==> config.mk <==
export PLATFORM = sky130hd
export DESIGN_NAME = approx_mac_top
export DESIGN_NICKNAME = d
export VERILOG_FILES = /design/src/rtl/mac_pkg.sv /design/src/rtl/pair_stream_if.sv /design/src/rtl/approx_mac_top.sv /design/src/rtl/mac_unit.sv /design/src/rtl/approx_mult_16.sv /design/src/rtl/pair_fifo.sv /design/src/rtl/pair_capture.sv
export VERILOG_INCLUDE_DIRS = /design/src /design/src/rtl
export SDC_FILE = /design/constraint.sdc
export NUM_CORES = 1
export LEC_CHECK = 0
export ABC_CLOCK_PERIOD_IN_PS = 25900
export BUFFER_PORTS_ARGS = -buffer_cell sky130_fd_sc_hd__buf_2
export CORE_UTILIZATION = 45
export CTS_CLUSTER_DIAMETER = 100
export DETAILED_ROUTE_END_ITERATION = 10
export RECOVER_POWER = 100
export SYNTH_ARGS = -nofsm -noshare
export SYNTH_HDL_FRONTEND = slang
export SYNTH_HIERARCHICAL = 1
export SYNTH_SLANG_ARGS = --single-unit
==> constraint.sdc <==
create_clock -name clk -period 25.9 [get_ports clk]
set_input_delay 1.295 -clock clk [delete_from_list [all_inputs] [get_ports clk]]
set_output_delay 1.295 -clock clk [all_outputs]
set_load 0.02 [all_outputs]
==> src/rtl/mac_macros.svh <==
`ifndef MAC_MACROS_SVH
`define MAC_MACROS_SVH

// operand and result widths
`define MAC_OP_W       16
`define MAC_PROD_W     32
`define MAC_ACC_W      40    // 8 guard bits over the product

// pair buffer
`define MAC_FIFO_DEPTH 8

`endif
==> src/rtl/mac_pkg.sv <==
`include "mac_macros.svh"

package mac_pkg;

    typedef struct packed {
        logic signed [`MAC_OP_W-1:0] x;
        logic signed [`MAC_OP_W-1:0] y;
        logic                        last;    // closes a dot product
    } operand_pair_t;

    typedef logic signed [`MAC_PROD_W-1:0] product_t;

    typedef logic signed [`MAC_ACC_W-1:0] acc_t;

endpackage

==> src/rtl/pair_stream_if.sv <==
`timescale 1ns/1ps

interface pair_stream_if;

    logic                   strobe;    // item present
    mac_pkg::operand_pair_t pair;
    logic                   hold;      // receiver cannot accept

    modport src (
        output strobe,
        output pair,
        input  hold
    );

    modport dst (
        input  strobe,
        input  pair,
        output hold
    );

endinterface

==> src/rtl/approx_mac_top.sv <==
`timescale 1ns/1ps
`include "mac_macros.svh"

module approx_mac_top (
    input  logic                 clk,
    input  logic                 arst_n,
    input  logic                 in_valid,
    input  logic [`MAC_OP_W-1:0] in_x,
    input  logic [`MAC_OP_W-1:0] in_y,
    input  logic                 in_last,
    input  logic                 out_hold,
    output logic                 out_valid,
    output mac_pkg::product_t    out_product,
    output logic                 sum_valid,
    output mac_pkg::acc_t        out_sum,
    output logic                 full,
    output logic                 overflow
);

    pair_stream_if cap_if ();    // capture -> buffer
    pair_stream_if buf_if ();    // buffer -> mac

    pair_capture cap_inst (
        .clk      (clk),
        .arst_n   (arst_n),
        .in_valid (in_valid),
        .in_x     (in_x),
        .in_y     (in_y),
        .in_last  (in_last),
        .out      (cap_if.src),
        .overflow (overflow)
    );

    pair_fifo #(
        .payload_t (mac_pkg::operand_pair_t)
    ) fifo_inst (
        .clk    (clk),
        .arst_n (arst_n),
        .wr     (cap_if.dst),
        .rd     (buf_if.src)
    );

    mac_unit mac_inst (
        .clk         (clk),
        .arst_n      (arst_n),
        .in          (buf_if.dst),
        .stall       (out_hold),
        .out_valid   (out_valid),
        .out_product (out_product),
        .sum_valid   (sum_valid),
        .out_sum     (out_sum)
    );

    assign full = cap_if.hold;

endmodule

==> src/rtl/mac_unit.sv <==
`timescale 1ns/1ps

module mac_unit (
    input  logic              clk,
    input  logic              arst_n,
    pair_stream_if.dst        in,
    input  logic              stall,
    output logic              out_valid,
    output mac_pkg::product_t out_product,
    output logic              sum_valid,
    output mac_pkg::acc_t     out_sum
);

    mac_pkg::product_t prod;
    mac_pkg::acc_t     acc;
    mac_pkg::acc_t     acc_next;
    logic              take;

    approx_mult_16 mult_inst (
        .x (in.pair.x),
        .y (in.pair.y),
        .z (prod)
    );

    assign in.hold  = stall;
    assign take     = in.strobe & ~stall;
    assign acc_next = acc + mac_pkg::acc_t'(prod);    // sign extended

    always_ff @(posedge clk or negedge arst_n) begin
        if (!arst_n) begin
            out_valid <= 1'b0;
            sum_valid <= 1'b0;
            acc       <= '0;
        end else begin
            out_valid <= take;
            sum_valid <= take & in.pair.last;
            if (take) begin
                acc <= in.pair.last ? '0 : acc_next;    // restart after last
            end
        end
    end

    always_ff @(posedge clk) begin
        if (take) begin
            out_product <= prod;
        end
        if (take && in.pair.last) begin
            out_sum <= acc_next;    // includes the last pair
        end
    end

endmodule

==> src/rtl/approx_mult_16.sv <==
`timescale 1ns/1ps
`include "mac_macros.svh"

module approx_mult_16 (
    input  logic [`MAC_OP_W-1:0] x,
    input  logic [`MAC_OP_W-1:0] y,
    output mac_pkg::product_t    z
);

    // baugh-wooley partial product bit, row i (x) and column j (y)
    function automatic logic pbit(
        input logic [`MAC_OP_W-1:0] a,
        input logic [`MAC_OP_W-1:0] b,
        input int                   i,
        input int                   j
    );
        logic p;
        p = a[i] & b[j];
        if ((i == `MAC_OP_W - 1) != (j == `MAC_OP_W - 1)) begin
            p = ~p;    // sign terms inverted
        end
        return p;
    endfunction

    logic [20:0]             cv [5];    // correction vectors for rows 0..5
    logic [`MAC_OP_W-1:0]    pp_row;
    logic [`MAC_PROD_W-1:0]  sum_w;

    always_comb begin
        cv = '{default: '0};

        cv[0][4]  = pbit(x, y, 2, 1) & pbit(x, y, 3, 0);
        cv[0][5]  = pbit(x, y, 2, 2) & pbit(x, y, 3, 1);
        cv[0][6]  = pbit(x, y, 4, 2) ^ pbit(x, y, 5, 1);
        cv[0][9]  = pbit(x, y, 0, 9) ^ pbit(x, y, 1, 8);
        cv[0][10] = pbit(x, y, 0, 10) ^ pbit(x, y, 1, 9);
        cv[0][12] = pbit(x, y, 2, 9) & pbit(x, y, 3, 8);
        cv[0][13] = pbit(x, y, 4, 9) ^ pbit(x, y, 5, 8);
        cv[0][15] = pbit(x, y, 2, 12) & pbit(x, y, 3, 11);
        cv[0][16] = pbit(x, y, 4, 11) & pbit(x, y, 5, 10);
        cv[0][17] = pbit(x, y, 1, 15);
        cv[0][18] = pbit(x, y, 2, 15) & pbit(x, y, 3, 14);
        cv[0][19] = pbit(x, y, 4, 14) & pbit(x, y, 5, 13);
        cv[0][20] = pbit(x, y, 4, 15) & pbit(x, y, 5, 14);

        cv[1][5]  = pbit(x, y, 2, 3) ^ pbit(x, y, 3, 2);
        cv[1][9]  = pbit(x, y, 2, 7) ^ pbit(x, y, 3, 6);
        cv[1][12] = pbit(x, y, 4, 8) ^ pbit(x, y, 5, 7);
        cv[1][15] = pbit(x, y, 2, 13) ^ pbit(x, y, 3, 12);
        cv[1][17] = 1'b1;    // absorbs the row 1 sign OR
        cv[1][18] = pbit(x, y, 3, 15);
        cv[1][19] = pbit(x, y, 4, 15) ^ pbit(x, y, 5, 14);
        cv[1][20] = pbit(x, y, 5, 15);

        cv[2][15] = pbit(x, y, 4, 10) | pbit(x, y, 5, 9);
        cv[2][17] = pbit(x, y, 2, 15) ^ pbit(x, y, 3, 14);
        cv[2][18] = pbit(x, y, 4, 14) ^ pbit(x, y, 5, 13);

        cv[3][15] = pbit(x, y, 4, 11) ^ pbit(x, y, 5, 10);
        cv[3][17] = pbit(x, y, 4, 12) & pbit(x, y, 5, 11);

        cv[4][17] = pbit(x, y, 4, 13) ^ pbit(x, y, 5, 12);

        sum_w = '0;
        for (int k = 0; k < 5; k++) begin
            sum_w = sum_w + `MAC_PROD_W'(cv[k]);
        end

        // exact rows 6..15
        for (int i = 6; i < `MAC_OP_W; i++) begin
            for (int j = 0; j < `MAC_OP_W; j++) begin
                pp_row[j] = pbit(x, y, i, j);
            end
            if (i == `MAC_OP_W - 1) begin
                sum_w = sum_w + {1'b1, pp_row, 15'b0};    // leading 1 of last row
            end else begin
                sum_w = sum_w + (`MAC_PROD_W'(pp_row) << i);
            end
        end
    end

    assign z = sum_w;

endmodule

==> src/rtl/pair_fifo.sv <==
`timescale 1ns/1ps
`include "mac_macros.svh"

module pair_fifo #(
    parameter type payload_t = mac_pkg::operand_pair_t
) (
    input  logic       clk,
    input  logic       arst_n,
    pair_stream_if.dst wr,
    pair_stream_if.src rd
);

    localparam int DEPTH = `MAC_FIFO_DEPTH;
    localparam int AW    = $clog2(DEPTH);

    payload_t mem [DEPTH];

    logic [AW-1:0] wr_ptr;
    logic [AW-1:0] rd_ptr;
    logic [AW:0]   count;
    logic          push;
    logic          pop;

    assign push = wr.strobe;
    assign pop  = rd.strobe & ~rd.hold;

    assign wr.hold   = (count == (AW+1)'(DEPTH));    // full
    assign rd.strobe = (count != '0);                // not empty
    assign rd.pair   = mem[rd_ptr];                  // show-ahead head

    always_ff @(posedge clk or negedge arst_n) begin
        if (!arst_n) begin
            wr_ptr <= '0;
            rd_ptr <= '0;
            count  <= '0;
        end else begin
            if (push) begin
                wr_ptr <= (wr_ptr == AW'(DEPTH - 1)) ? '0 : wr_ptr + 1'b1;
            end
            if (pop) begin
                rd_ptr <= (rd_ptr == AW'(DEPTH - 1)) ? '0 : rd_ptr + 1'b1;
            end
            case ({push, pop})
                2'b10:   count <= count + 1'b1;
                2'b01:   count <= count - 1'b1;
                default: count <= count;    // idle or push+pop
            endcase
        end
    end

    always_ff @(posedge clk) begin
        if (push) begin
            mem[wr_ptr] <= wr.pair;
        end
    end

endmodule

==> src/rtl/pair_capture.sv <==
`timescale 1ns/1ps
`include "mac_macros.svh"

module pair_capture (
    input  logic                 clk,
    input  logic                 arst_n,
    input  logic                 in_valid,
    input  logic [`MAC_OP_W-1:0] in_x,
    input  logic [`MAC_OP_W-1:0] in_y,
    input  logic                 in_last,
    pair_stream_if.src           out,
    output logic                 overflow
);

    logic                   push_q;
    mac_pkg::operand_pair_t pair_q;

    always_ff @(posedge clk or negedge arst_n) begin
        if (!arst_n) begin
            push_q   <= 1'b0;
            overflow <= 1'b0;
        end else begin
            push_q <= in_valid;
            if (push_q && out.hold) begin
                overflow <= 1'b1;    // sticky until reset
            end
        end
    end

    always_ff @(posedge clk) begin
        if (in_valid) begin
            pair_q.x    <= in_x;
            pair_q.y    <= in_y;
            pair_q.last <= in_last;
        end
    end

    // pair is dropped here when the buffer is full
    assign out.strobe = push_q & ~out.hold;
    assign out.pair   = pair_q;

endmodule

==> summary.md <==
| Metric | Value |
|---|---|
| Most repeated library cell on the critical path | `fa_1` |
| Post-CTS setup buffers | `0` |
| Total track usage | `19.0%` |
| Status | `finished, violations left` |
| RSZ-0062 raised after global routing | `false` |
| CP endpoint kind | `register` |
| Failing checks | `max-capacitance violations, max-slew violations` |
| Total wire length | `50400 um` |
| Clk Latency, worst-skew pair | `0.60 ns` |
| Worst hold slack | `0.476 ns` |
| Critical Path RT | `26.37 ns` |
| Via count | `13800` |
| Final-layout fill cell count | `4510` |
| Mapped cell area | `24000 um^2` |
| Via/cell ratio | `5.42` |
| DRT iter0 DRCs | `1091` |
| CP top delay family | `compound AO/OA/AOI/OAI gates` |
| Crit path arrival time | `15.34 ns` |
| Routed length per placed instance | `19.9 um` |
| Core Area | `52700 um^2` |
| Hold Buf Count CTS | `0` |
| First-pass GRT wire length | `79100 um` |
| Slew of the pin with the lowest slew margin | `3.73 ns` |
| Vias in the first global route | `14200` |
| Post-DRT Antenna Nets | `0` |
| Pre-CTS WS | `15.43 ns` |
| Max-Cap Viols | `16` |
| H-Tree Depth | `2` |
| Seq/Total Area, Yosys | `51.8%` |
| Post-DP HPWL | `34300 um` |
| Post-synth EDFFs | `369` |
| Slowest stage delay, CP | `2.68 ns` |
| Final setup skew | `0.0272 ns` |
| CP Launch Type | `register` |
| Area Overhead vs Synth | `10.4%` |
| Worst rel slew slack | `-148%` |
| CP Max Fanout | `47` |
| Gate Count Post-Synth | `1712` |
| DIE AREA | `54300 um^2` |
| #FFs+latches synth | `423` |
| Slew Limit Fails | `587` |
| Synth area leaders | `edfxtp_1, fa_1, ha_1, dfrtp_1, mux4_2` |
| Largest net degree at the start of global routing | `55` |
| Clock-pin slew on the worst setup and hold paths | `0.06 ns` |
| Yosys warns | `6` |
| CTS tree | `done` |
| Fmax | `67.2 MHz` |
| Share of cells above drive strength 1 | `11.6%` |
| Row count | `84` |
| Ys async rst share | `12.8%` |
| Most frequent cells in the layout | `edfxtp_1, nand2_1, inv_1` |
| Final Hold Viols | `0` |
| Global placer's final weighted congestion | `0.868` |
| Cell variety after synth | `80` |
| Commonest non-fill, non-tap cell in the layout | `edfxtp_1` |
| Top_reg_cell synth | `edfxtp_1` |
| ANT cells | `0` |
| I/O pins | `113` |
| Initial antenna violation count | `0` |
| Min cycle time layout | `14.87 ns` |
| Die height | `233 um` |
| Initial Util | `45.6%` |
| Synth top area share | `46.2%` |
| CTS buffer count | `45` |
| Drt pass-1 iters | `5` |
| Root buf cell | `clkbuf_16` |
| Final period util | `57.4%` |
| Port bufs | `112` |
| Crit-path slowest cell | `clkbuf_1` |
| PnR worst setup slack | `11.03 ns` |
| Yosys top cell by area | `edfxtp_1` |
| PostCTS Resize Cnt | `0` |
| Residual DRC count | `0` |
| Die width | `233 um` |
| HP Class | `reg -> reg` |
| Setup CP Type | `reg -> reg` |
| Setup TNS | `0 ns` |
| Count of final setup violators | `0` |
| GRT overflow | `0` |
| Syn_area_per_cell | `14.0 um^2` |
| Buf/Inv on CP | `3` |
| CTS Sinks | `423` |
| # nets final | `2129` |
| CTS max path bufs | `3` |
-- path summary, 6_finish.rpt --
kind / startpoint / endpoint / slack (ns) / depth (start not counted)
max: fifo_inst/rd_ptr[0]$_DFFE_PN0N_ / mac_inst/acc[39]$_DFFE_PN0P_ / 11.03 / 27
min: cap_inst/overflow$_DFFE_PN0P_ / cap_inst/overflow$_DFFE_PN0P_ / 0.48 / 1
max reg2reg: fifo_inst/rd_ptr[0]$_DFFE_PN0N_ / mac_inst/acc[39]$_DFFE_PN0P_ / 11.03 / 27
min reg2reg: cap_inst/overflow$_DFFE_PN0P_ / cap_inst/overflow$_DFFE_PN0P_ / 0.48 / 1
max in group asynchronous: arst_n / fifo_inst/rd_ptr[2]$_DFFE_PN0N_ / 21.80 / 2
min in group asynchronous: arst_n / mac_inst/acc[16]$_DFFE_PN0P_ / 1.93 / 2
-- per-stage QoR --
step                instances  area [um^2]  util, %
global placement         2456        25200     47.9
finish                   2538        26500     50.3
global route             2538        26500     50.3
CTS                      2538        26700     50.8
detailed placement       2456        25200     47.9
floorplan                1715        24000        -
-- synthesized netlist by cell type, types with 5 or more instances --
master    number
a211oi_1       5
a21o_1        22
a21oi_1       63
a22o_1        32
a31oi_1        6
and2_1        76
and3_1        10
buf_2          8
buf_4          5
clkbuf_1      51
dfrtp_1       54
edfxtp_1     369
fa_1         137
ha_1         140
inv_1        148
mux2_2        20
mux2_4        18
mux4_1         7
mux4_2        59
nand2_1      177
nand2b_1       9
nand3_1       18
nand4_1       13
nor2_1        37
nor2b_1        7
nor3_1        12
o211ai_1      10
o21a_1         5
o21ai_0       41
o21bai_1       7
xnor2_1       36
xor2_1        34
-- cell families (layout without fill, tap and decap cells) --
family	Yosys count	count (layout)	share of synthesized area (%)
other	1	4	0.0156
DFF	423	423	51.8
and+or+nand+nor	379	379	7.62
xor gates and xnor gates	70	70	2.55
buffers and inverters	221	356	3.92
AOI/OAI and AO/OA	232	232	6.79
muxes	109	109	8.58
adders and majority gates	277	277	18.7
-- metal layers --
layer | part of all wire (%) | global-route usage (%) | up-vias
li1 | - | - | 6411
met1 | 45 | 25.8 | 6947
met4 | 2.4 | 5.84 | 0
met3 | 4.4 | 2.97 | 70
met5 | 0 | 0 | -
met2 | 48 | 31.6 | 325
-- flip-flops by register name (all words and copies together) (netlist names) --
signal	flops
fifo_inst/mem	264
mac_inst/out_sum	40
fifo_inst/rd_ptr	3
mac_inst/out_valid	1
fifo_inst/wr_ptr	3
mac_inst/sum_valid	1
mac_inst/out_product	32
cap_inst/overflow	1
mac_inst/acc	40
cap_inst/push_q	1
cap_inst/out.pair	33
fifo_inst/count	4
-- layout make-up --
class / count / area, um^2 / share of cell area [%]
flip-flops and latches: 423 / 12400 / 46.9
multi-input cells: 1071 / 10600 / 40.1
clock buffers: 54 / 1160 / 4.38
well taps: 688 / 861 / 3.25
inverters: 148 / 556 / 2.10
repair buffers: 126 / 524 / 1.98
clock inverters: 28 / 347 / 1.31
Power is not shown: default switching activity piles up to over one toggle a cycle in this logic, so the estimate is an artifact.
